`src/logic/pdp8_pkg.sv`:
```
// Bit 0 is the most significant bit of every word, as in PDP-8 manuals; 4096-word field only, no extended memory
package pdp8_pkg;

	localparam int MEM_WORDS = 4096;                // One 4K field
	localparam int PAGE_W    = 5;                   // Page number bits 0..4
	localparam int OFFSET_W  = 7;                   // Word-in-page bits 5..11

	typedef logic [0:11] word_t;                    // PDP-8 bit order, MSB is bit 0

	// Major opcode in instruction bits 0..2
	typedef enum logic [2:0] {
		OP_AND = 3'd0,                              // AC <- AC & M
		OP_TAD = 3'd1,                              // Two's complement add, carry flips link
		OP_ISZ = 3'd2,                              // Increment memory, skip on zero
		OP_DCA = 3'd3,                              // Deposit AC and clear
		OP_JMS = 3'd4,                              // Subroutine call
		OP_JMP = 3'd5,                              // Jump
		OP_IOT = 3'd6,                              // No devices fitted
		OP_OPR = 3'd7                               // Microcoded operate
	} opcode_e;

	typedef enum logic [2:0] {
		S_IDLE,                                     // Waiting for a start pulse
		S_FETCH,                                    // Read request at PC
		S_DECODE,                                   // Instruction word arrives
		S_DEFER,                                    // Pointer read, two cycles
		S_READ,                                     // Operand read request
		S_EXEC,                                     // Operand arrives
		S_WRITE,                                    // Store to effective address
		S_HALT                                      // Stopped by HLT
	} cpu_state_e;

	// Processor side memory request, 26 bits
	typedef struct packed {
		logic  en;                                  // Access this cycle
		logic  we;                                  // Write when set, else read
		word_t addr;
		word_t wdata;
	} mem_req_t;

	// Operate unit answer, 15 bits
	typedef struct packed {
		word_t ac;                                  // New accumulator
		logic  link;                                // New link
		logic  skip;                                // Step PC over the next word
		logic  halt;                                // HLT seen
	} opr_result_t;

endpackage

```
`src/logic/pdp8_operate.sv`:
```
// Group 1 and group 2 only; group 3 words (bit 3 and bit 11 set) act as no-ops, BSW is not decoded
`timescale 1ns/1ps

module pdp8_operate
	import pdp8_pkg::*;
(
	input  word_t       i_instr,                    // Current instruction word
	input  word_t       i_ac,
	input  logic        i_link,
	input  word_t       i_switches,                 // Front panel switch register
	output opr_result_t o_result
);

	logic [0:12] lac;                               // Link in bit 0, AC in bits 1..12
	word_t       ac;
	logic        link;
	logic        cond;                              // Any selected OR-group condition true
	logic        skip;
	logic        halt;

	always_comb begin
		ac   = i_ac;
		link = i_link;
		skip = 1'b0;
		halt = 1'b0;
		lac  = '0;
		cond = 1'b0;

		if (!i_instr[3]) begin
			// Group 1, sequence 1 clears
			if (i_instr[4]) ac = '0;                    // CLA
			if (i_instr[5]) link = 1'b0;                // CLL

			// Sequence 2 complements
			if (i_instr[6]) ac = ~ac;                   // CMA
			if (i_instr[7]) link = ~link;               // CML

			// Sequence 3, carry out of AC flips the link
			if (i_instr[11]) begin
				{link, ac} = {link, ac} + 13'd1;        // IAC
			end

			// Sequence 4 rotates the 13-bit link:AC
			lac = {link, ac};
			if (i_instr[8]) begin
				if (i_instr[10]) lac = {lac[11:12], lac[0:10]}; // RTR
				else lac = {lac[12], lac[0:11]};        // RAR
			end else if (i_instr[9]) begin
				if (i_instr[10]) lac = {lac[2:12], lac[0:1]};   // RTL
				else lac = {lac[1:12], lac[0]};         // RAL
			end
			link = lac[0];
			ac   = lac[1:12];
		end else if (!i_instr[11]) begin
			// Group 2, tests use the AC and link as they arrive
			cond = (i_instr[5] & i_ac[0])               // SMA, sign bit set
				| (i_instr[6] & (i_ac == '0))           // SZA
				| (i_instr[7] & i_link);                // SNL

			// Bit 8 inverts the sense, so SPA SNA SZL skip only if every one holds
			skip = i_instr[8] ? ~cond : cond;           // SKP is bit 8 with nothing selected

			if (i_instr[4]) ac = '0;                    // CLA after the test
			if (i_instr[9]) ac = ac | i_switches;       // OSR
			halt = i_instr[10];                         // HLT last
		end

		o_result.ac   = ac;
		o_result.link = link;
		o_result.skip = skip;
		o_result.halt = halt;
	end

endmodule

```
`config.mk`:
```
export PLATFORM = sky130hd
export DESIGN_NAME = pdp8_operate
export DESIGN_NICKNAME = d
export VERILOG_FILES = /design/src/logic/pdp8_pkg.sv /design/src/logic/pdp8_operate.sv
export SDC_FILE = /design/constraint.sdc
export NUM_CORES = 1
export LEC_CHECK = 0
export ABC_CLOCK_PERIOD_IN_PS = 2500
export BUFFER_PORTS_ARGS = -buffer_cell sky130_fd_sc_hd__buf_4
export CAP_MARGIN = 15
export CORE_MARGIN = 5
export CORE_UTILIZATION = 54
export DETAILED_ROUTE_END_ITERATION = 6
export PLACE_DENSITY = 0.82
export SYNTH_ARGS = -nofsm -noshare
export SYNTH_HDL_FRONTEND = slang
export SYNTH_SLANG_ARGS = --single-unit
```
`constraint.sdc`:
```
create_clock -name vclk -period 2.5
set_input_delay 0.125 -clock vclk [all_inputs]
set_output_delay 0.125 -clock vclk [all_outputs]
set_load 0.02 [all_outputs]
```
# ---- Word level (Yosys, flattened, before mapping)
# Cells that the tools add are included.
dict set report totals {
  input_bits 37
  regBits 0
  out_inout_bits 15
  wordCells 36
}
dict set report classes {
  n_addsub 1
  bitwise 9
  mux 25
  reduce_logical 1
}
# cell count
set ops {}
lappend ops {{12-bit 2-to-1 mux} 10}
lappend ops {{13-bit 2-to-1 mux} 4}
lappend ops {{13-bit by 1-bit adder with 13-bit output, second input constant} 1}
lappend ops {{12-bit zero test} 1}
lappend ops {{12-bit inverter} 1}
lappend ops {{12-bit OR} 1}
lappend ops {{1-bit 2-to-1 mux} 11}
lappend ops {{1-bit AND} 3}
lappend ops {{1-bit inverter} 2}
lappend ops {{1-bit OR} 2}

# ---- Logic depth before layout (Yosys ltp)
# Gate-level depths: netlist of run 1.
dict set report logic_depth {
  depth_word 11
  mapped_depth 12
  mapped_depth_nobuf 10
}

# ---- Worst setup path before layout of run 1
# Ideal clock, no wire load.
dict set report synth_timing {
  path_type {input to output}
  startpoint {input port i_instr[5]}
  endpoint {output port o_result[14] (netlist name)}
  stages 11
  n_path_buf 2
  t_required_ns 2.375
  setup_slack_ns -0.182
  arrival_time_ns 2.557
  cell_sequence {buf_4 -> buf_2 -> xnor2_1 -> inv_1 -> ha_1 -> nand2_1 -> nor4_4 -> nand2_1 -> xor2_1 -> a21oi_1 -> o41ai_1}
}
# element line_no
set synth_lines {}
lappend synth_lines {{start, declared} pdp8_operate.sv:7} ;# input word_t i_instr,
lappend synth_lines {{end, declared} pdp8_operate.sv:11} ;# output opr_result_t o_result

==> results of run 1 <==
==> kinds of logic after synthesis <==
kind of cell,count (synthesis)
buf+inv,30
mux,6
fa+ha+maj,1
simple gates,84
compound gates,89
xor+xnor,22
==> worst min path at each step <==
stage / startpoint / end / slack (ps)
floorplan: i_switches[11] / o_result[14] / 410
global placement: i_switches[11] / o_result[14] / 590
detailed placement: i_switches[11] / o_result[14] / 590
CTS: i_switches[11] / o_result[14] / 600
global route: i_switches[8] / o_result[11] / 610
finish: i_switches[8] / o_result[11] / 600
==> per-layer routing <==
layer / up-vias / share of wire
li1: 943 / -
met1: 852 / 0.43
met2: 90 / 0.48
met3: 9 / 0.076
met4: 0 / 0.013
met5: - / 0
==> cells in the final DEF, fill, tap and decap left out, types with 7 or more instances in the layout <==
cell,Yosys,layout
a21oi_1,11,11
nand3_1,8,8
nand2_1,20,19
o21ai_0,17,16
xnor2_1,17,14
a22oi_1,12,12
nor2_1,15,14
o31ai_1,7,7
buf_4,4,59
nor2b_1,15,14
==> what timing repair did <==
action                     in CTS  in global routing
resized for setup               0                 13
buffers inserted                0                  0
setup endpoints to repair       0                 11
==> power groups by stage <==
stage | Sequential, mW | Clock, mW | Combinational, mW
2_1_floorplan | 0 | 0 | 0.294
3_3_place_gp | 0 | 0 | 0.436
3_5_place_dp | 0 | 0 | 0.441
4_1_cts | 0 | 0 | 0.443
5_1_grt | 0 | 0 | 0.500
6_report | 0 | 0 | 0.460
==> per-stage QoR <==
step,cell area [um^2],cells
floorplan,1510,232
global placement,1890,299
detailed placement,1890,299
CTS,1890,299
global route,1950,299
finish,1950,299
==> layout make-up <==
cell class                 instances  area, um^2  area share
tap                               31        38.8      0.0199
multi-input combinational        202        1430       0.736
timing repair buffer              60         454       0.233
inverter                           6        22.5      0.0116
==> metrics.log, run 1 <==
INFO  metric run_status = finished, final reports clean
INFO  metric final.fill_count = about 250
INFO  metric grt_pass1_wl = 7920 um
INFO  metric io_pins = 52
INFO  metric power = approximately 460 uW
INFO  metric finalSetupViolCount = 0
INFO  metric critPathSlowestCell = nor4_4
INFO  metric internal_power_consumption = 201 uW
INFO  metric vias = 1894
INFO  metric cts_hold_repair.buffers = 0
INFO  metric count_of_different_cell_masters_after_synthesis = 53
INFO  metric synth_adder_area_share = 0.00838
INFO  metric worst_path_arrival = about 2200 ps
INFO  metric synth_compound_area_frac = 0.414
INFO  metric timing_worst_slew_pin_value = 478 ps
INFO  metric flops_and_latches = 0
INFO  metric post-dp-hpwl = between 3000 and 4000 um
INFO  metric timing.critical_path.from = i_instr[7]
INFO  metric grt_pass1_vias = about 1700
INFO  metric post_drt_via_cell_ratio = around 6.3
INFO  metric combinational_family_with_the_most_area_after_synthesis = compound AO/OA/AOI/OAI gates
INFO  metric post_layout_nets = 308
INFO  metric period_needed = 2340 ps
INFO  metric global_route.usage.met2 = 0.367
INFO  metric synthMuxAreaShare = 0.0427
INFO  metric place_congestion = about 0.92
INFO  metric hold_class = in -> out
INFO  metric synth_top_area_cell = xnor2_1
INFO  metric p_leak = around 0.77 nW
INFO  metric min_delay_path_depth = 4
INFO  metric routedWlPerCell = 16.2 um
INFO  metric critPathKind = in -> out
INFO  metric setup_tns = 0 ps
INFO  metric fp-row-count = 19
INFO  metric grt_setup_unrepaired = yes
INFO  metric timing.critical_path.to = o_result[13]
INFO  metric dieArea = 3920 um^2
INFO  metric routed_wirelength = 4830 um
INFO  metric crit_path_end_kind = output port
INFO  metric p_sw_frac = 0.562
INFO  metric dieHeight = ~63 um
INFO  metric yosysWarningCount = 0
INFO  metric initial_utilization = 0.551
INFO  metric antenna_violations_before_repair = 0
INFO  metric synth_xor_xnor_area_share = 0.134
INFO  metric placeableCoreArea = 2710 um^2
INFO  metric global_route.overflow_total = 0
INFO  metric register_area = 0 um^2
INFO  metric mean_instance_size_in_the_synthesized_netlist = 6.43 um^2
INFO  metric buffer_ports.inserted = 49
INFO  metric grt_start_max_net_pins = 27
INFO  metric sequentialPowerShare = 0
INFO  metric place_ws = between 60 and 70 ps
INFO  metric power.ir.vdd_worst = around 170 uV
INFO  metric insertedDiodeCount = 0
INFO  metric critical_path.max_fanout = 11
INFO  metric clockPowerShare = 0
INFO  metric grt_util_all_layers = 0.228
INFO  metric synth.top_cells.by_count = nand2_1, o21ai_0, xnor2_1
INFO  metric route.antenna.remaining_nets = 0
INFO  metric startpoint_type = primary input
INFO  metric grt.met3_usage = 0.0252
INFO  metric yosys-top-cells-area = xnor2_1, nor2b_1, a22oi_1
INFO  metric drv_cap = 0
INFO  metric post-route-worst-setup-slack = roughly 160 ps
INFO  metric synthCells = 232
INFO  metric cp_data_required_time = ~2400 ps
INFO  metric power_switching = ~260 uW
INFO  metric yosys.cell_count.top_type = nand2_1
INFO  metric top_cell_type_s_share_of_synthesized_area = 0.0997
INFO  metric cpPeakStageDelay = 420 ps
INFO  metric count_of_endpoints_failing_hold_in_the_final_timing_report = 0
INFO  metric final_util = 0.719
INFO  metric drt_pre_antenna_iters = 6
INFO  metric postSynthNetCount = 270
INFO  metric simple_gate_fraction_of_synth_area = 0.308
INFO  metric globalRoute.busiestLayer = met2
INFO  metric area_growth_syn_to_layout = 30.6%
INFO  metric yosysSeqAreaShare = 0
INFO  metric path_delay_family = compound AO/OA/AOI/OAI gates
INFO  metric cell_with_the_most_instances_on_the_worst_path = buf_4
INFO  metric finalMaxSlewViolations = 0
INFO  metric clockBufferCount = 0
INFO  metric synth_area = 1490 um^2
INFO  metric first_iter_violations = 230
INFO  metric die_width = around 63 um
INFO  metric worstPathCellList = buf_4, and2b_1, xnor2_2, nor4_4, a21boi_1, o32a_1, a32o_1, a31oi_2, buf_4
INFO  metric power-per-cell-area = about 240 nW/um^2
INFO  metric layout_worst_path_cycle_share = 0.937
INFO  metric grt_util_met1 = 0.323
INFO  metric relSlewSlack = 0.680
INFO  metric drt_drc_violations_left = 0
INFO  metric critical_path_depth = 9
INFO  metric whs = between 600 and 700 ps
INFO  metric worst_path_buffer_plus_inverter_count = 2
INFO  metric comb_power_share = 1.000
INFO  metric max_clock_freq = about 430 MHz
INFO  metric final_layout_size_suffix_gt1_frac = 0.310
Power figures use the tool's default switching activity.
==> inputs of run 2 (changes only) <==
- CORE_UTILIZATION: 54 -> 42
- PLACE_DENSITY: 0.82 -> 0.66
==> metrics.log, run 2 (same netlist as run 1, synthesis figures left out) <==
INFO  metric final_layout_size_suffix_gt1_frac = 0.313 (+0.00280)
INFO  metric grt_pass1_vias = 1704 (+1.7%)
INFO  metric power.ir.vdd_worst = 112 uV (-36%)
INFO  metric dieHeight = 69.6 um (+11%)
INFO  metric layout_worst_path_cycle_share = 0.959 (+0.0216)
INFO  metric drt_drc_violations_left = 0 (unchanged)
INFO  metric cell_with_the_most_instances_on_the_worst_path = buf_4
INFO  metric final_cell_mix = buf_4, nand2_1, xnor2_1
INFO  metric route.antenna.remaining_nets = 0 (unchanged)
INFO  metric post-route-worst-setup-slack = 103 ps (-54.0 ps)
INFO  metric final_common_cell = buf_4
INFO  metric timing_worst_slew_pin_value = 525 ps (+47.1 ps)
INFO  metric dieArea = 4850 um^2 (+24%)
INFO  metric insertedDiodeCount = 0 (unchanged)
INFO  metric grt_start_max_net_pins = 27 (unchanged)
INFO  metric critPathSlowestCell = mux2_4
INFO  metric post_drt_via_cell_ratio = 5.86 (-7.4%)
INFO  metric grt_pass1_wl = 7960 um (+0.52%)
INFO  metric routedWlPerCell = 15.9 um (-1.5%)
INFO  metric min_delay_path_depth = 4 (unchanged)
INFO  metric period_needed = 2400 ps (+54.0 ps)
INFO  metric worst_path_arrival = 2270 ps (+50 ps)
INFO  metric startpoint_type = primary input
INFO  metric cpPeakStageDelay = 350 ps (-70 ps)
INFO  metric max_clock_freq = 417 MHz (-2.3%)
INFO  metric place_ws = 81.9 ps (+19.0 ps)
INFO  metric antenna_violations_before_repair = 0 (unchanged)
INFO  metric flops_and_latches = 0 (unchanged)
INFO  metric buffer_ports.inserted = 49 (unchanged)
INFO  metric hold_class = in -> out
INFO  metric post_layout_nets = 312 (+1.3%)
INFO  metric finalSetupViolCount = 0 (unchanged)
INFO  metric global_route.overflow_total = 0 (unchanged)
INFO  metric holdPathEnd = o_result[14]
INFO  metric critPathKind = in -> out
INFO  metric placeableCoreArea = 3390 um^2 (+25%)
INFO  metric crit_path_end_kind = output port
INFO  metric drt_pre_antenna_iters = 4 (-2)
INFO  metric worstPathCellList = buf_4, nor2b_1, xnor2_1, inv_1, ha_1, nand2_1, buf_4, nor2_2, mux2_4, o21ai_0, a21oi_1, o31ai_1, buf_4
INFO  metric cp_data_required_time = 2380 ps (about the same)
INFO  metric drv_cap = 0 (unchanged)
INFO  metric finalMaxSlewViolations = 0 (unchanged)
INFO  metric initial_utilization = 0.440 (-0.110)
INFO  metric die_width = 69.6 um (+11%)
INFO  metric first_iter_violations = 183 (-20%)
INFO  metric register_area = 0 um^2 (unchanged)
INFO  metric final.fill_count = 348 (+38%)
INFO  metric post-dp-hpwl = 3790 um (+5.3%)
INFO  metric timing.hold.worst.start = i_switches[11]
INFO  metric cts_hold_repair.buffers = 0 (unchanged)
INFO  metric routed_wirelength = 5060 um (+4.8%)
INFO  metric power-per-cell-area = 236 nW/um^2 (about the same)
INFO  metric place_congestion = 0.859 (-6.5%)
INFO  metric relSlewSlack = 0.647 (-0.0323)
INFO  metric critical_path.max_fanout = 6 (-5)
INFO  metric grt_util_all_layers = 0.188 (-0.0402)
INFO  metric io_pins = 52 (unchanged)
INFO  metric vias = 1865 (-1.5%)
INFO  metric clockBufferCount = 0 (unchanged)
INFO  metric run_status = finished, final reports clean
INFO  metric fp-row-count = 21 (+2)
INFO  metric p_leak = 0.789 nW (+2.1%)
INFO  metric count_of_endpoints_failing_hold_in_the_final_timing_report = 0 (unchanged)
INFO  metric area_growth_syn_to_layout = 33.3%
INFO  metric final_util = 0.587 (-0.132)
==> run 2: how the worst max path moves through the flow <==
stage               start           end  cells past startpoint
3_5_place_dp      i_ac[5]  o_result[14]                     10
4_1_cts           i_ac[5]  o_result[14]                     10
2_1_floorplan  i_instr[5]   o_result[8]                     11
5_1_grt           i_ac[0]   o_result[5]                     13
3_3_place_gp      i_ac[5]  o_result[14]                     10
6_report          i_ac[0]   o_result[5]                     13
==> run 2: what timing repair did <==
action	4_1_cts	5_1_grt
setup buffers	0	1
setup endpoints to repair	0	12
gates resized for setup	0	14
==> run 2: critical path: cells and delay by family <==
family                   cells  cell delay (ps)
buffers and inverters        4              580
AO/OA/AOI/OAI                3              530
multiplexers                 1              350
AND/OR/NAND/NOR              3              310
XOR/XNOR                     1              200
adder cells (fa/ha/maj)      1              170
==> run 2: area by class of cell <==
type / instances / area (um^2) / area share
inverters: 6 / 22.5 / 0.0113
multi-input cells: 202 / 1430 / 0.716
repair buffers: 64 / 484 / 0.243
well taps: 46 / 57.6 / 0.0289
==> run 2: power by group <==
group	total, mW	internal (mW)	switching, mW
registers	0	0	0
logic	0.470	0.208	0.262
clock network	0	0	0
total	0.470	0.208	0.262
==> run 2: routing by layer <==
metal,vias up,global-route usage,wire (um)
met2,56,0.316,2420
met3,6,0.0203,265
met5,-,0,0
met4,0,0.0277,58
met1,853,0.262,2310
li1,950,-,-
==> run 2: stage by stage <==
stage | setup TNS (ps) | area, um^2 | std cells | hold slack, ps | total power [mW]
after floorplan | 0 | 1510 | 232 | 408 | 0.294
after global placement | 0 | 1930 | 317 | 595 | 0.449
after detailed placement | 0 | 1930 | 317 | 594 | 0.450
after CTS | 0 | 1930 | 317 | 595 | 0.453
after global routing | -126 | 1990 | 318 | 610 | 0.511
final | 0 | 1990 | 318 | 597 | 0.470
==> inputs of run 3 (changes only) <==
- ABC_CLOCK_PERIOD_IN_PS: 2500 -> 3100
- CORE_UTILIZATION: 42 -> 40
- PLACE_DENSITY: 0.66 -> 0.63
- clock period: 2.5 -> 3.1 ns (I/O delays scaled with it)
==> metrics.log, run 3 (same netlist as run 1, synthesis figures left out) <==
INFO  metric global_route.overflow_total = 0 (unchanged)
INFO  metric critPathKind = in -> out
INFO  metric die_width = 71.1 um (+2.1%)
INFO  metric sequentialPowerShare = 0 (unchanged)
INFO  metric register_area = 0 um^2 (unchanged)
INFO  metric finalMaxSlewViolations = 0 (unchanged)
INFO  metric dpl.cell_count = 307 (-3.2%)
INFO  metric drv_cap = 0 (unchanged)
INFO  metric fp-row-count = 22 (+4.8%)
INFO  metric critical_path.max_fanout = 22 (+16)
INFO  metric dieArea = 5050 um^2 (+4.3%)
INFO  metric max_clock_freq = around 360 MHz
INFO  metric number_of_resized_instances_in_the_post_cts_repair_step = 0 (unchanged)
INFO  metric power-per-cell-area = 189 nW/um^2 (-20%)
INFO  metric drt_pre_antenna_iters = 4 (unchanged)
INFO  metric clockPowerShare = 0 (unchanged)
INFO  metric vias = 1783 (-4.4%)
INFO  metric layout_worst_path_cycle_share = 0.887
INFO  metric cts.repair_timing.setup_buffer_count = 0 (unchanged)
INFO  metric grt_util_all_layers = 0.191 (+0.00282)
INFO  metric routedWlPerCell = 15.6 um (-1.7%)
INFO  metric route.antenna.remaining_nets = 0 (unchanged)
INFO  metric place_congestion = 0.865 (+0.77%)
INFO  metric grt_pass1_wl = 8290 um (+4.1%)
INFO  metric internal_power_consumption = 147 uW (-29%)
INFO  metric min_delay_path_depth = 4 (unchanged)
INFO  metric final_cell_mix = buf_4, nand2_1, xnor2_1, o21ai_0
INFO  metric worst_path_arrival = 2600 ps (+330 ps)
INFO  metric grt_pass1_vias = 1650 (-3.2%)
INFO  metric clockBufferCount = 0 (unchanged)
INFO  metric layout.cell_area.non_filler = 1820 um^2 (-8.6%)
INFO  metric finish.cell_count_without_fillers = 307 (-3.5%)
INFO  metric cp_data_required_time = 2940 ps (+560 ps)
INFO  metric io_pins = 52 (unchanged)
INFO  metric crit_path_end_kind = output port
INFO  metric relSlewSlack = 0.640 (-0.00789)
INFO  metric dieHeight = 71.1 um (+2.1%)
INFO  metric count_of_endpoints_failing_hold_in_the_final_timing_report = 0 (unchanged)
INFO  metric initial_utilization = 0.411 (-0.0296)
INFO  metric routed_wirelength = 4800 um (-5.1%)
INFO  metric post-dp-hpwl = 3650 um (-3.6%)
INFO  metric power.ir.vdd_worst = 72.3 uV (-35%)
INFO  metric run_status = finished, final reports clean
INFO  metric final_layout_size_suffix_gt1_frac = 0.236 (-0.0770)
INFO  metric antenna_violations_before_repair = 0 (unchanged)
INFO  metric drt_drc_violations_left = 0 (unchanged)
INFO  metric p_leak = 0.697 nW (-12%)
INFO  metric power_switching = 197 uW (-25%)
INFO  metric area_growth_syn_to_layout = 21.9%
INFO  metric post_layout_nets = 299 (-4.2%)
INFO  metric grt_start_max_net_pins = 27 (unchanged)
INFO  metric finalSetupViolCount = 0 (unchanged)
INFO  metric comb_power_share = 1.000 (about the same)
INFO  metric final_common_cell = buf_4
INFO  metric p_sw_frac = 0.573 (+0.0163)
INFO  metric cts_hold_repair.buffers = 0 (unchanged)
INFO  metric first_iter_violations = 224 (+22%)
INFO  metric buffer_ports.inserted = 49 (unchanged)
INFO  metric startpoint_type = primary input
INFO  metric final.fill_count = 398 (+14%)
INFO  metric timing_worst_slew_pin_value = 539 ps (+14.2 ps)
INFO  metric flops_and_latches = 0 (unchanged)
INFO  metric whs = 668 ps (+71.0 ps)
INFO  metric hold_class = in -> out
INFO  metric placed_cell_area = 1820 um^2 (-5.6%)
INFO  metric grt_setup_unrepaired = no
INFO  metric setup_tns = 0 ps (unchanged)
INFO  metric placeableCoreArea = 3630 um^2 (+7.2%)
INFO  metric insertedDiodeCount = 0 (unchanged)
INFO  metric period_needed = 2750 ps
INFO  metric post_drt_via_cell_ratio = 5.81 (-0.97%)
[run 3: changes by cell type in the layout (fill, tap and decap cells not counted), moves of 2 or more]
cell | before | now
buf_4 | 63 | 51
o21ai_0 | 14 | 17
o21ai_1 | 8 | 5
o41ai_1 | 0 | 2
o41ai_2 | 2 | 0
xnor2_1 | 15 | 17
xnor2_2 | 3 | 1
[run 3: final cells by class]
cell class	count	area (um^2)	share of cell area
multi-input combinational	202	1350	0.744
timing repair buffer	51	383	0.210
tap	48	60.1	0.0330
inverter	6	22.5	0.0124
[run 3: through the flow]
step / utilization / power [mW] / setup WS, ps
floorplan: - / 0.232 / 358
global placement: 0.501 / 0.343 / 369
detailed placement: 0.501 / 0.342 / 387
CTS: 0.501 / 0.344 / 368
global route: 0.501 / 0.381 / 142
finish: 0.501 / 0.344 / 350
[run 3: worst max-delay path, cell delays in order]
cell     delay, ps
buf_4          260
inv_1          160
xnor2_1        220
ha_1           170
nand2_1         90
nor4_4         310
nand2_1        120
xor2_1         360
a21oi_1        130
o41ai_1        400
buf_4          210
[run 3: power by group through the flow]
| stage | Clock [mW] | Sequential [mW] | Combinational (mW) |
|---|---|---|---|
| 3_3_place_gp | 0 | 0 | 0.343 |
| 5_1_grt | 0 | 0 | 0.381 |
| 6_report | 0 | 0 | 0.344 |
| 4_1_cts | 0 | 0 | 0.344 |
| 2_1_floorplan | 0 | 0 | 0.232 |
| 3_5_place_dp | 0 | 0 | 0.342 |
[run 3: worst paths after layout]
check / from / endpoint / slack (ps)
setup / recovery: i_instr[5] / o_result[14] / 350
hold / removal: i_switches[2] / o_result[5] / 670
[run 3: routing by layer]
metal,part of all wire,vias up,track usage
met5,0,-,0
met4,0,0,0.00626
met3,0.058,0,0.0185
met2,0.48,60,0.330
met1,0.47,794,0.269
li1,-,929,-
