File: src/logic/pdp8_pkg.sv
// Bit 0 is the most significant bit of every word, as in PDP-8 manuals; 4096-word field only, no extended memory
package pdp8_pkg;

	localparam int MEM_WORDS = 4096;                // One 4K field
	localparam int PAGE_W    = 5;                   // Page number bits 0..4
	localparam int OFFSET_W  = 7;                   // Word-in-page bits 5..11

	typedef logic [0:11] word_t;                    // PDP-8 bit order, MSB is bit 0

	// Major opcode in instruction bits 0..2
	typedef enum logic [2:0] {
		OP_AND = 3'd0,                              // AC <- AC & M
		OP_TAD = 3'd1,                              // Two's complement add, carry flips link
		OP_ISZ = 3'd2,                              // Increment memory, skip on zero
		OP_DCA = 3'd3,                              // Deposit AC and clear
		OP_JMS = 3'd4,                              // Subroutine call
		OP_JMP = 3'd5,                              // Jump
		OP_IOT = 3'd6,                              // No devices fitted
		OP_OPR = 3'd7                               // Microcoded operate
	} opcode_e;

	typedef enum logic [2:0] {
		S_IDLE,                                     // Waiting for a start pulse
		S_FETCH,                                    // Read request at PC
		S_DECODE,                                   // Instruction word arrives
		S_DEFER,                                    // Pointer read, two cycles
		S_READ,                                     // Operand read request
		S_EXEC,                                     // Operand arrives
		S_WRITE,                                    // Store to effective address
		S_HALT                                      // Stopped by HLT
	} cpu_state_e;

	// Processor side memory request, 26 bits
	typedef struct packed {
		logic  en;                                  // Access this cycle
		logic  we;                                  // Write when set, else read
		word_t addr;
		word_t wdata;
	} mem_req_t;

	// Operate unit answer, 15 bits
	typedef struct packed {
		word_t ac;                                  // New accumulator
		logic  link;                                // New link
		logic  skip;                                // Step PC over the next word
		logic  halt;                                // HLT seen
	} opr_result_t;

endpackage

File: src/logic/pdp8_control.sv
// No auto-index, no interrupts, IOT retires as a no-op; i_start is ignored while a program is running
`timescale 1ns/1ps

module pdp8_control
	import pdp8_pkg::*;
(
	input  logic        i_clk,
	input  logic        i_rst_n,
	input  logic        i_start,                    // One-cycle run request
	input  word_t       i_start_pc,
	input  word_t       i_mem_rdata,                // Registered read data
	input  opr_result_t i_opr,                      // Combinational operate result
	output mem_req_t    o_mem_req,
	output word_t       o_instr,
	output word_t       o_ac,
	output logic        o_link,
	output word_t       o_pc,
	output logic        o_running,
	output logic        o_halted,
	output logic [31:0] o_instr_count
);

	cpu_state_e  state;
	logic        defer_phase;                       // Second cycle of a pointer read
	word_t       pc;
	word_t       ac;
	logic        link;
	logic [31:0] instr_count;

	word_t       ir;                                // Held instruction after decode
	word_t       ea;                                // Effective address
	word_t       mb;                                // ISZ result waiting for its store

	word_t       instr_cur;
	opcode_e     opcode;
	logic        indirect;
	word_t       ea_direct;
	word_t       pc_inc;
	word_t       pc_skip;
	logic [12:0] tad_sum;
	cpu_state_e  operand_state;                     // Where a memory reference goes next
	logic        retire;

	always_comb begin
		instr_cur = (state == S_DECODE) ? i_mem_rdata : ir; // Fresh word during decode
		opcode    = opcode_e'(instr_cur[0:2]);
		indirect  = instr_cur[3];
		if (instr_cur[4]) begin
			ea_direct = {pc[0:PAGE_W-1], instr_cur[PAGE_W +: OFFSET_W]}; // Current page
		end else begin
			ea_direct = {{PAGE_W{1'b0}}, instr_cur[PAGE_W +: OFFSET_W]}; // Page zero
		end
		pc_inc    = pc + 12'd1;
		pc_skip   = pc + 12'd2;
		tad_sum   = {1'b0, ac} + {1'b0, i_mem_rdata};
		if (opcode == OP_AND || opcode == OP_TAD || opcode == OP_ISZ) begin
			operand_state = S_READ;
		end else begin
			operand_state = S_WRITE;                    // DCA and JMS only store
		end

		// Last cycle of each instruction
		retire = ((state == S_DECODE)
				&& (opcode == OP_OPR || opcode == OP_IOT || (opcode == OP_JMP && !indirect)))
			|| (state == S_DEFER && defer_phase && opcode == OP_JMP)
			|| (state == S_EXEC && (opcode == OP_AND || opcode == OP_TAD))
			|| (state == S_WRITE);
	end

	// Memory request decoded from the state
	always_comb begin
		o_mem_req = '0;
		case (state)
			S_FETCH: begin
				o_mem_req.en   = 1'b1;
				o_mem_req.addr = pc;
			end
			S_DEFER: begin
				o_mem_req.en   = ~defer_phase;          // Pointer read in the first cycle
				o_mem_req.addr = ea;
			end
			S_READ: begin
				o_mem_req.en   = 1'b1;
				o_mem_req.addr = ea;
			end
			S_WRITE: begin
				o_mem_req.en   = 1'b1;
				o_mem_req.we   = 1'b1;
				o_mem_req.addr = ea;
				case (opcode)
					OP_DCA:  o_mem_req.wdata = ac;
					OP_JMS:  o_mem_req.wdata = pc_inc;  // Return address
					default: o_mem_req.wdata = mb;      // ISZ
				endcase
			end
			default: o_mem_req = '0;
		endcase
	end

	always_ff @(posedge i_clk or negedge i_rst_n) begin
		if (!i_rst_n) begin
			state       <= S_IDLE;
			defer_phase <= 1'b0;
			pc          <= '0;
			ac          <= '0;
			link        <= 1'b0;
			instr_count <= '0;
		end else begin
			if (retire) instr_count <= instr_count + 32'd1;
			case (state)
				S_IDLE, S_HALT: begin
					if (i_start) begin
						pc          <= i_start_pc;
						ac          <= '0;
						link        <= 1'b0;
						instr_count <= '0;
						state       <= S_FETCH;
					end
				end
				S_FETCH: state <= S_DECODE;
				S_DECODE: begin
					case (opcode)
						OP_OPR: begin
							ac    <= i_opr.ac;
							link  <= i_opr.link;
							pc    <= i_opr.skip ? pc_skip : pc_inc;
							state <= i_opr.halt ? S_HALT : S_FETCH;
						end
						OP_IOT: begin
							pc    <= pc_inc;
							state <= S_FETCH;
						end
						default: begin
							if (indirect) begin
								state <= S_DEFER;
							end else if (opcode == OP_JMP) begin
								pc    <= ea_direct;
								state <= S_FETCH;
							end else begin
								state <= operand_state;
							end
						end
					endcase
				end
				S_DEFER: begin
					defer_phase <= ~defer_phase;
					if (defer_phase) begin
						if (opcode == OP_JMP) begin
							pc    <= i_mem_rdata;           // Jump through pointer
							state <= S_FETCH;
						end else begin
							state <= operand_state;
						end
					end
				end
				S_READ: state <= S_EXEC;
				S_EXEC: begin
					case (opcode)
						OP_AND: begin
							ac    <= ac & i_mem_rdata;
							pc    <= pc_inc;
							state <= S_FETCH;
						end
						OP_TAD: begin
							ac    <= tad_sum[11:0];
							link  <= link ^ tad_sum[12];    // Carry complements link
							pc    <= pc_inc;
							state <= S_FETCH;
						end
						default: state <= S_WRITE;      // ISZ stores its increment
					endcase
				end
				S_WRITE: begin
					case (opcode)
						OP_DCA: begin
							ac <= '0;
							pc <= pc_inc;
						end
						OP_JMS: pc <= ea + 12'd1;       // Body starts after the link word
						default: pc <= (mb == '0) ? pc_skip : pc_inc;
					endcase
					state <= S_FETCH;
				end
				default: state <= S_IDLE;
			endcase
		end
	end

	// Instruction, address and ISZ value, no reset needed
	always_ff @(posedge i_clk) begin
		if (state == S_DECODE) begin
			ir <= i_mem_rdata;
			ea <= ea_direct;
		end
		if (state == S_DEFER && defer_phase) begin
			ea <= i_mem_rdata;                          // Pointer becomes the address
		end
		if (state == S_EXEC) begin
			mb <= i_mem_rdata + 12'd1;
		end
	end

	assign o_instr       = instr_cur;
	assign o_ac          = ac;
	assign o_link        = link;
	assign o_pc          = pc;
	assign o_running     = (state != S_IDLE) && (state != S_HALT);
	assign o_halted      = (state == S_HALT);
	assign o_instr_count = instr_count;

	a_state_legal: assert property (@(posedge i_clk) disable iff (!i_rst_n)
		!$isunknown(state) && (state inside {S_IDLE, S_FETCH, S_DECODE, S_DEFER,
			S_READ, S_EXEC, S_WRITE, S_HALT}))
		else $error("control state is not a legal value");

	// A store during fetch would corrupt the next instruction
	a_no_fetch_write: assert property (@(posedge i_clk) disable iff (!i_rst_n)
		(state == S_FETCH) |-> !(o_mem_req.en && o_mem_req.we))
		else $error("write request issued in fetch");

endmodule

File: config.mk
export PLATFORM = sky130hd
export DESIGN_NAME = pdp8_control
export DESIGN_NICKNAME = d
export VERILOG_FILES = /design/src/logic/pdp8_pkg.sv /design/src/logic/pdp8_control.sv
export SDC_FILE = /design/constraint.sdc
export NUM_CORES = 1
export LEC_CHECK = 0
export BUFFER_PORTS_ARGS = -buffer_cell sky130_fd_sc_hd__buf_2
export CORE_ASPECT_RATIO = 1.25
export CORE_MARGIN = 8
export CORE_UTILIZATION = 48
export CTS_BUF_LIST = sky130_fd_sc_hd__clkbuf_16
export CTS_CLUSTER_SIZE = 10
export DETAILED_ROUTE_END_ITERATION = 8
export PLACE_DENSITY = 0.7
export SETUP_SLACK_MARGIN = 0.02
export SYNTH_ARGS = -nofsm -noshare
export SYNTH_HDL_FRONTEND = slang
export SYNTH_SLANG_ARGS = --single-unit
File: constraint.sdc
create_clock -name i_clk -period 7.6 [get_ports i_clk]
set_input_delay 0.38 -clock i_clk [delete_from_list [all_inputs] [get_ports i_clk]]
set_output_delay 0.38 -clock i_clk [all_outputs]
set_load 0.02 [all_outputs]
Word-level counts from Yosys, hierarchy flattened
Index checks and enable logic that the tools add are counted.

Memories kept: 0. Logic and storage cells: 114. Memory bits (read-only): 0. Register bits after elaboration: 97. Memory bits (writable): 0. Latch bits: 0. Output and inout bits: 97.

Mux-type cells: 41. Order comparisons: 0. Equality and inequality tests: 25. Add/sub/neg operators: 6. Div/mod/pow operators: 0. Bitwise operators: 3. Shifts and indexed selects: 0. Multiply operators: 0. Reductions and logical operators: 30.

Operator list (number): $mux 12 (16); $pmux 12 s2 (5); $mux 32 (3); $pmux 12 s5 (1); $pmux 12 s4 (1); $add 12x1->12 const B (3); $add 32x1->32 const B (1); $eq 3x3->1 const B (8); $pmux 3 s7 (1); $mux 3 (6); $add 12x12->13 (1); $add 12x2->12 const B (1); $and 12x12->12 (1); $eq 3x2->1 const B (4); $logic_not 12->1 (1); $ne 2x2->1 const B (4); $logic_or 1x1->1 (7); $reduce_and 7->1 (1); $eq 3x1->1 const B (2); $logic_and 1x1->1 (6); $logic_not 3->1 (2); $ne 2x1->1 const B (3); $pmux 3 s2 (1); $reduce_bool 3->1 (2); 19 further kinds (24).

Longest topological paths before layout
Gate-level depths: netlist of the first run.

Word-level depth: 12. Gate-level depth with buffers: 10.

Least setup slack after synthesis of the first run
No wires, ideal clock.

Path kind: register to output. Start point: register state[0]. End point: output port o_mem_req[11] in the netlist's numbering. Buffers on the path: 3. Stages on the path, launching flop included: 10. Data arrival time: 2.160 ns. Path slack: 5.060 ns. Required time: 7.220 ns. Cell sequence: dfrtp_1 or3b_1 buf_6 clkbuf_1 nand2_1 nand2_1 nor2_1 buf_2 a22oi_1 a21oi_1.

RTL lines: start, declared (RTL line pdp8_control.sv:23) `cpu_state_e state;`; start signal, assigned (RTL line pdp8_control.sv:127) `state <= i_opr.halt ? S_HALT : S_FETCH;`; start signal, assigned (RTL line pdp8_control.sv:140) `state <= operand_state;`; start signal, assigned (RTL line pdp8_control.sv:152) `state <= operand_state;`; end, declared (RTL line pdp8_control.sv:13) `output mem_req_t o_mem_req,`.

==> results of run 1 <==
## layout by cell type, fill, tap and decap left out, types with 4 or more instances in the layout
cell type	synthesis	layout
a21o_1	8	8
a21oi_1	63	63
a221oi_1	10	10
a22oi_1	18	18
a31oi_1	9	9
and2_1	6	6
and3_1	15	15
and4_1	5	5
buf_2	10	138
buf_4	3	9
clkbuf_16	0	9
dfrtp_1	61	61
dfxtp_1	12	12
edfxtp_1	24	24
ha_1	17	17
inv_1	24	24
mux2_2	11	11
mux2i_1	29	28
nand2_1	123	123
nand2b_1	4	4
nand3_1	41	41
nand4_1	16	16
nor2_1	92	92
nor2b_1	9	8
nor3_1	26	26
nor3b_1	4	4
nor4_1	4	4
o211ai_1	9	9
o21a_1	7	7
o21ai_0	61	61
o221ai_1	5	5
o22ai_1	9	9
o31ai_1	10	10
or3_1	4	4
xnor2_1	37	37
xor2_1	37	37
## layout make-up
cell class	count	area, um2
Clock buffer	9	225
Clock inverter	7	68.8
Fill cell	1525	6920
Inverter	24	90.1
Multi-Input combinational cell	754	4760
Sequential cell	97	2490
Tap cell	212	265
Timing Repair Buffer	147	758
## kinds of logic (layout without fill, tap and decap cells)
group | count (synthesis) | count (layout) | synth area share
DFF | 97 | 97 | 0.327
adders and majority gates | 18 | 18 | 0.0306
and+or+nand+nor | 371 | 371 | 0.234
AOI/OAI and AO/OA | 250 | 250 | 0.216
buffers and inverters | 92 | 187 | 0.0495
muxes | 41 | 41 | 0.0574
xor gates and xnor gates | 74 | 74 | 0.0853
## state kept, by name, summed over array words and instances (netlist names)
register	count
state	3
o_ac	12
defer_phase	1
o_instr_count	32
ea	12
ir	12
o_pc	12
o_link	1
mb	12
## path summary, 6_finish.rpt
kind | startpoint | end | slack, ns
hold / removal | i_rst_n | o_instr_count[24] | 0.21
max in group asynchronous | i_rst_n | o_instr_count[7] | 6.85
hold reg to reg | ir[8] | ir[8] | 0.47
min in group i_clk | i_start_pc[3] | o_pc[3] | 0.30
setup reg to reg | state[2] | o_ac[10] | 4.05
setup / recovery | state[0] | o_mem_req[11] | 3.51
## power by group
part | switching, mW | internal (mW)
clock network | 0.237 | 0.233
logic | 1.47 | 0.776
registers | 0.332 | 0.730
total | 2.03 | 1.74
## routing by layer
metal / wire, um / global-route usage / vias to the layer above
met5: 0 / 0 / -
met4: 1350 / 0.145 / 0
met3: 2460 / 0.0518 / 97
met2: 13100 / 0.460 / 444
met1: 10400 / 0.326 / 3684
li1: - / - / 3612
## worst max-delay path: cells and delay by family, from the launching register on
family / cells / cell delay (ns)
buffers and inverters: 1 / 0.22
AND/OR/NAND/NOR: 4 / 1.96
AO/OA/AOI/OAI: 2 / 0.39
flip-flops: 1 / 0.76
## per-stage QoR
step	setup WS, ns	hold slack [ns]	area, um2	power, mW
2_1_floorplan	5.06	0.0844	7600	2.55
6_report	3.51	0.209	8650	3.77
5_1_grt	3.25	0.282	8650	4.03
3_3_place_gp	4.19	0.453	8360	3.25
4_1_cts	3.66	0.244	8650	3.73
3_5_place_dp	4.05	0.463	8360	3.26
==> impl_metrics.yaml, run 1 <==
floorplanning:
  initial_utilization: 0.488
  core_area_um2: 15600
  io_pins: 139
  die_area_um2: 20100
  dieWidth_um: 129
  rows: 51
  die-height_um: 157
clock_network:
  root_buffer: "clkbuf_16"
  cts_buffer_depth: 2
  insertion_delay_ns: 0.36
  cts_resized: 0
  cts.sinks: 97
  h-tree-depth: 3
  numCtsBuffers: 9
  post_cts_buffers: 0
  cts_hold_buf: 0
  path_clk_slew_ns: 0.08
  cts_tree: "yes"
synthesis:
  async_flop_share: 0.629
  seq_area_frac_synth: 0.327
  synthesis.nets: 1003
  synthFlopType: "dfrtp_1"
  synth-seq-cells: 97
  netlist-cell-type-count: 81
  synth_area_um2: 7600
  synth_most_common_cell: "nand2_1"
  yosysTopAreaCell: "dfrtp_1"
  synth_edf_count: 24
  syn_inst: 943
  yosysWarnings: 0
  synth.area.top_cells: "dfrtp_1 (20%), edfxtp_1 (9.5%), nand2_1 (6.1%), nor2_1 (4.5%), xnor2_1 (4.3%)"
  synth_common_cells: "nand2_1 (123), nor2_1 (92), a21oi_1 (63), dfrtp_1 (61), o21ai_0 (61)"
  syn_avg_cell_area_um2: 8.06
  synth_top_area_frac: 0.201
route:
  wl_per_cell_um: 21.8
  drtIter0Drc: 644
  firstDrtPassIters: 6
  drt-total-wl_um: 27300
  final_antenna_net_count: 0
  vias: 7837
  viasPerCell: 6.27
  drc: 0
timing:
  layout_min_cycle_time_ns: 4.09
  slew_headroom: 0.203
  fin_crit_sh: 0.538
  setup_viol: 0
  hold_viol: 0
  skew_ns: 0.0134
  fin_setup_tns_ns: 0
  max_freq_ghz: 0.244
  drv_slew: 0
  worstMarginPinSlew_ns: 1.19
  rsz0062_at_grt: "no"
final_layout:
  nNetsFinal: 1093
  utilization: 0.556
  drive_gt1_frac: 0.190
  final_cells: 1250
  area_growth_pct: 13.8
  antenna-diode-count: 0
critical_path:
  end_kind: "output port"
  critical_path_arrival_ns: 3.71
  crit_type: "flip-flop to output port"
  worst_path_most_repeated_cell: "nand2_1"
  critPathMaxStageDelay_ns: 0.86
  path_cells: "or3b_1 -> nand2_1 -> nand2_1 -> nor2_1 -> a22oi_1 -> a21oi_1 -> buf_2"
  cp.required_ns: 7.22
  critPathMaxFanout: 31
  ff2ff_path_depth: 6
  critPathSlowestCell: "nor2_1"
  startpoint_type: "flip-flop"
global_route:
  antenna_found_initial: 0
  grt_first_pass_wirelength_um: 43000
  overflow: 0
  grtUsageTotal: 0.274
  grt_max_degree: 62
  grt_pass1_vias: 7672
placed_design:
  dpl.hpwl_um: 19900
  place_congestion: 0.983
  portBuffers: 138
  dp_cells: 1234
power_and_ir_drop:
  power.density_nw_per_um2: 436
  peakVddDrop_mv: 0.223
  p_leak_nw: 3.78
worst_hold_path:
  hold_path.class: "primary input to async pin"
outcome:
  status: "finished clean"
flow_run:
  timing.max_cap.violations: 0
Power figures use the tool's default switching activity.
==> run 2: changes to the inputs <==
==> constraint.sdc (replaced) <==
create_clock -name i_clk -period 3.8 [get_ports i_clk]
set_input_delay 0.19 -clock i_clk [delete_from_list [all_inputs] [get_ports i_clk]]
set_output_delay 0.19 -clock i_clk [all_outputs]
set_load 0.02 [all_outputs]
==> impl_metrics.yaml, run 2 (synthesis results as in run 1) <==
clock_network:
  cts.sinks: 97
  path_clk_slew_ns: 0.07
  cts_tree: "yes"
  cts_buffer_depth: 2
  root_buffer: "clkbuf_16"
  cts_resized: 0
  insertion_delay_ns: 0.36
  h-tree-depth: 3
  numCtsBuffers: 9
route:
  wl_per_cell_um: 22.0
  drt-total-wl_um: 27700
  final_antenna_net_count: 0
  drc: 0
  drtIter0Drc: 668
  firstDrtPassIters: 5
  viasPerCell: 6.26
  vias: 7903
critical_path:
  cp.required_ns: 3.61
  critPathMaxFanout: 15
  regToRegStartpoint: "state[1]"
  reg2reg_slack_ns: 0.67
  critPathMaxStageDelay_ns: 0.70
  ff2ff_path_depth: 8
  critical_path_arrival_ns: 3.03
  path_cells: "or3b_1 -> buf_4 -> nand2_1 -> nand2_1 -> nor2_1 -> buf_4 -> a22oi_1 -> a21oi_1 -> buf_2"
  cp-startpoint: "state[0]"
  critPathSlowestCell: "or3b_1"
  crit_type: "flip-flop to output port"
  cp_top_family: "simple AND/OR/NAND/NOR gates"
  crit_buf_inv: 3
  end_kind: "output port"
  startpoint_type: "flip-flop"
  r2r-end: "o_pc[10]"
placed_design:
  dpl_cell_area_um2: 8450
  dp_cells: 1246
  dpl.hpwl_um: 20700
  portBuffers: 138
  place_congestion: 0.983
  dp_slack_ns: 0.690
final_layout:
  utilization: 0.562
  drive_gt1_frac: 0.199
  largest_reg_flops: 32
  final_area_um2: 8740
  mostFrequentLayoutCell: "buf_2"
  layout_common_cells: "buf_2 (138), nand2_1 (123), nor2_1 (92)"
  antenna-diode-count: 0
  final_cells: 1263
  area_growth_pct: 15.0
  fill_cells: 1546
  nNetsFinal: 1106
timing:
  drv_slew: 0
  worstMarginPinSlew_ns: 0.860
  hold_viol: 0
  slew_headroom: 0.427
  rsz0062_at_grt: "no"
  layout_min_cycle_time_ns: 3.22
  max_freq_ghz: 0.310
  fin_setup_tns_ns: 0
  setup_viol: 0
  skew_ns: 0.0105
  setup_ws_ns: 0.577
  holdWs_ns: 0.115
  fin_crit_sh: 0.848
global_route:
  grt_first_pass_wirelength_um: 43400
  grt_max_degree: 38
  grtUsageTotal: 0.280
  antenna_found_initial: 0
  grt_pass1_vias: 7917
  overflow: 0
flow_run:
  timing.max_cap.violations: 0
outcome:
  status: "finished clean"
power_and_ir_drop:
  peakVddDrop_mv: 0.427
  p_leak_nw: 3.84
  finalPower_mw: 7.64
  power.density_nw_per_um2: 873
worst_hold_path:
  holdCritStartpoint: "i_start_pc[3]"
  min_to: "o_pc[3]"
  holdPathStages: 3
  hold_path.class: "primary input to flip-flop"
floorplanning:
  io_pins: 139
  core_area_um2: 15600
  initial_utilization: 0.488
  die-height_um: 157
  dieWidth_um: 129
  die_area_um2: 20100
  rows: 51
[run 2: cell types whose count changed in the layout (fill, tap and decap cells not counted), sizes merged]
cell / delta
clkinv: +1
inv: -2
dlygate4sd3: +1
clkinvlp: +1
buf: +12
[run 2: tightest hold or removal path, delay by kind of cell]
family,cells,cell delay [ns]
AOI/OAI and AO/OA,1,0.07
buffers and inverters,1,0.09
and+or+nand+nor,1,0.09
[run 2: what timing repair did]
item,CTS,global route
buffers inserted,0,0
hold buffers,1,0
endpoints found under the setup margin,0,0
hold endpoints to repair,36,0
[run 2: report_power, final]
| part | internal [mW] | switching [mW] | total [mW] |
|---|---|---|---|
| logic | 1.62 | 3.12 | 4.74 |
| registers | 1.46 | 0.527 | 1.99 |
| clock network | 0.459 | 0.450 | 0.909 |
[run 2: metal layers]
metal / track usage / wire [um] / vias up
met5: 0 / 0 / -
li1: - / - / 3622
met1: 0.333 / 10800 / 3753
met4: 0.193 / 1600 / 0
met3: 0.0446 / 2230 / 100
met2: 0.453 / 13100 / 428
[run 2: layout make-up]
type | instances | area, um2 | share of cell area
timing repair buffer | 160 | 858 | 0.0982
clock buffer | 9 | 225 | 0.0258
clock inverter | 7 | 61.3 | 0.00701
inverter | 24 | 90.1 | 0.0103
multi-input combinational | 754 | 4760 | 0.544
tap | 212 | 265 | 0.0303
sequential | 97 | 2490 | 0.284
[run 2: worst max-delay path by stage]
| stage | to | slack [ns] | cells past startpoint |
|---|---|---|---|
| global route | o_mem_req[0] | 0.28 | 10 |
| floorplan | o_link | 1.28 | 9 |
| CTS | o_mem_req[10] | 0.59 | 9 |
| finish | o_mem_req[10] | 0.58 | 9 |
| detailed placement | o_pc[10] | 0.69 | 8 |
| global placement | o_ac[10] | 0.70 | 8 |
==> run 3: changes to the inputs <==
--- a/config.mk
+++ b/config.mk
@@ -12,7 +12,7 @@
 export CTS_BUF_LIST = sky130_fd_sc_hd__clkbuf_16
 export CTS_CLUSTER_SIZE = 10
 export DETAILED_ROUTE_END_ITERATION = 8
-export PLACE_DENSITY = 0.7
+export PLACE_DENSITY = 0.73
 export SETUP_SLACK_MARGIN = 0.02
 export SYNTH_ARGS = -nofsm -noshare
 export SYNTH_HDL_FRONTEND = slang
==> constraint.sdc (replaced) <==
create_clock -name i_clk -period 2.65 [get_ports i_clk]
set_input_delay 0.1325 -clock i_clk [delete_from_list [all_inputs] [get_ports i_clk]]
set_output_delay 0.1325 -clock i_clk [all_outputs]
set_load 0.02 [all_outputs]
==> impl_metrics.yaml, run 3 (synthesis results as in run 1) <==
route:
  wl_per_cell_um: 21.7
  firstDrtPassIters: 8
  drtIter0Drc: 923
  drt-total-wl_um: 28700
  drc: 0
  final_antenna_net_count: 0
  viasPerCell: 6.25
  vias: 8259
global_route:
  grt_pass1_vias: 7948
  overflow: 0
  antenna_found_initial: 0
  grt_max_degree: 62
  grt_first_pass_wirelength_um: 44200
  grtUsageTotal: 0.283
clock_network:
  numCtsBuffers: 9
  h-tree-depth: 3
  cts.sinks: 97
  root_buffer: "clkbuf_16"
  insertion_delay_ns: 0.36
  path_clk_slew_ns: 0.08
  cts_buffer_depth: 2
  cts_tree: "yes"
timing:
  skew_ns: 0.0116
  slew_headroom: 0.568
  max_freq_ghz: 0.386
  fin_setup_tns_ns: 0
  worstMarginPinSlew_ns: 0.644
  fin_crit_sh: 0.977
  rsz0062_at_grt: "yes"
  hold_viol: 0
  setup_ws_ns: 0.0605
  setup_viol: 0
  drv_slew: 0
  layout_min_cycle_time_ns: 2.59
critical_path:
  end_kind: "output port"
  path_cells: "or3b_4 -> buf_12 -> buf_6 -> nand2_1 -> nand2_2 -> nor2_4 -> buf_6 -> nand2_1 -> a21oi_1 -> buf_4"
  critPathMaxStageDelay_ns: 0.43
  critical_path_arrival_ns: 2.46
  critPathSlowestCell: "or3b_4"
  cp.required_ns: 2.52
  startpoint_type: "flip-flop"
  critPathMaxFanout: 13
  crit_type: "flip-flop to output port"
power_and_ir_drop:
  power.density_nw_per_um2: 1260
  peakVddDrop_mv: 0.613
  p_leak_nw: 4.17
floorplanning:
  die_area_um2: 20100
  core_area_um2: 15600
  initial_utilization: 0.488
  io_pins: 139
  dieWidth_um: 129
  rows: 51
  die-height_um: 157
placed_design:
  dp_cells: 1295
  dp_slack_ns: 0.0782
  dpl.hpwl_um: 20900
  place_congestion: 0.974
  portBuffers: 138
flow_run:
  timing.max_cap.violations: 0
final_layout:
  drive_gt1_frac: 0.258
  fill_cells: 1438
  mostFrequentLayoutCell: "buf_2"
  layout_common_cells: "buf_2 (130), nand2_1 (122), nor2_1 (90)"
  antenna-diode-count: 0
  final_cells: 1321
  nNetsFinal: 1164
  largest_reg_flops: 32
  area_growth_pct: 23.4
outcome:
  status: "finished clean"
worst_hold_path:
  hold_path.class: "primary input to flip-flop"
[run 3: cell count changes in the layout (fill, tap and decap cells not counted), sizes merged]
cell	change
clkbuf	+1
inv	-2
buf	+57
clkinvlp	-1
clkinv	+3
[run 3: repair_timing]
item | 4_1_cts | 5_1_grt
hold buffers | 1 | 0
resized for setup | 7 | 34
endpoints found under the hold margin | 61 | 0
endpoints found under the setup margin | 12 | 20
cloned | 0 | 2
setup buffers | 4 | 4
pin swaps | 2 | 3
[run 3: critical path, delay by kind of cell (launching register included)]
kind | cells | cell delay, ns
and+or+nand+nor | 5 | 0.82
DFF | 1 | 0.39
buffers and inverters | 4 | 0.67
AOI/OAI and AO/OA | 1 | 0.21
[run 3: final cells by class]
cell class | instances | area [um2] | area share
Tap cell | 212 | 265 | 0.0283
Multi-Input combinational cell | 754 | 4840 | 0.516
Clock buffer | 9 | 225 | 0.0240
Sequential cell | 97 | 2490 | 0.265
Inverter | 24 | 90.1 | 0.00960
Timing Repair Buffer | 218 | 1390 | 0.148
Clock inverter | 7 | 81.3 | 0.00867
[run 3: per-stage QoR]
| step | total power [mW] | cell area [um2] | hold WS [ns] | util |
|---|---|---|---|---|
| detailed placement | 9.90 | 8840 | 0.177 | 0.568 |
| global placement | 9.85 | 8840 | 0.176 | 0.568 |
| CTS | 11.4 | 9210 | 0.0666 | 0.591 |
| finish | 11.8 | 9380 | 0.0630 | 0.603 |
| floorplan | 7.31 | 7600 | -0.163 | - |
| global route | 12.5 | 9380 | 0.0731 | 0.603 |
[run 3: routing by layer]
layer,GRT usage,vias to the layer above,wire [um]
met3,0.0541,110,3040
li1,-,3753,-
met2,0.464,537,13500
met1,0.345,3859,10700
met4,0.145,0,1400
met5,0,-,0
[run 3: path summary, 6_finish.rpt]
kind | from | endpoint | slack (ns) | depth (start not counted)
worst max-delay path | state[0] | o_mem_req[7] | 0.06 | 10
worst min-delay path | i_start_pc[4] | o_pc[4] | 0.06 | 3
worst max register to register | state[0] | o_instr_count[22] | 0.12 | 9
worst min register to register | ir[5] | ir[5] | 0.48 | 2
max in group asynchronous | i_rst_n | o_ac[1] | 2.01 | 3
min in group asynchronous | i_rst_n | o_instr_count[24] | 0.32 | 3
[run 3: report_power, final]
group	total (mW)	switching [mW]	internal (mW)	leakage, nW
registers	2.67	0.573	2.10	1.12
clock network	1.36	0.692	0.673	0.149
logic	7.78	4.88	2.90	2.90
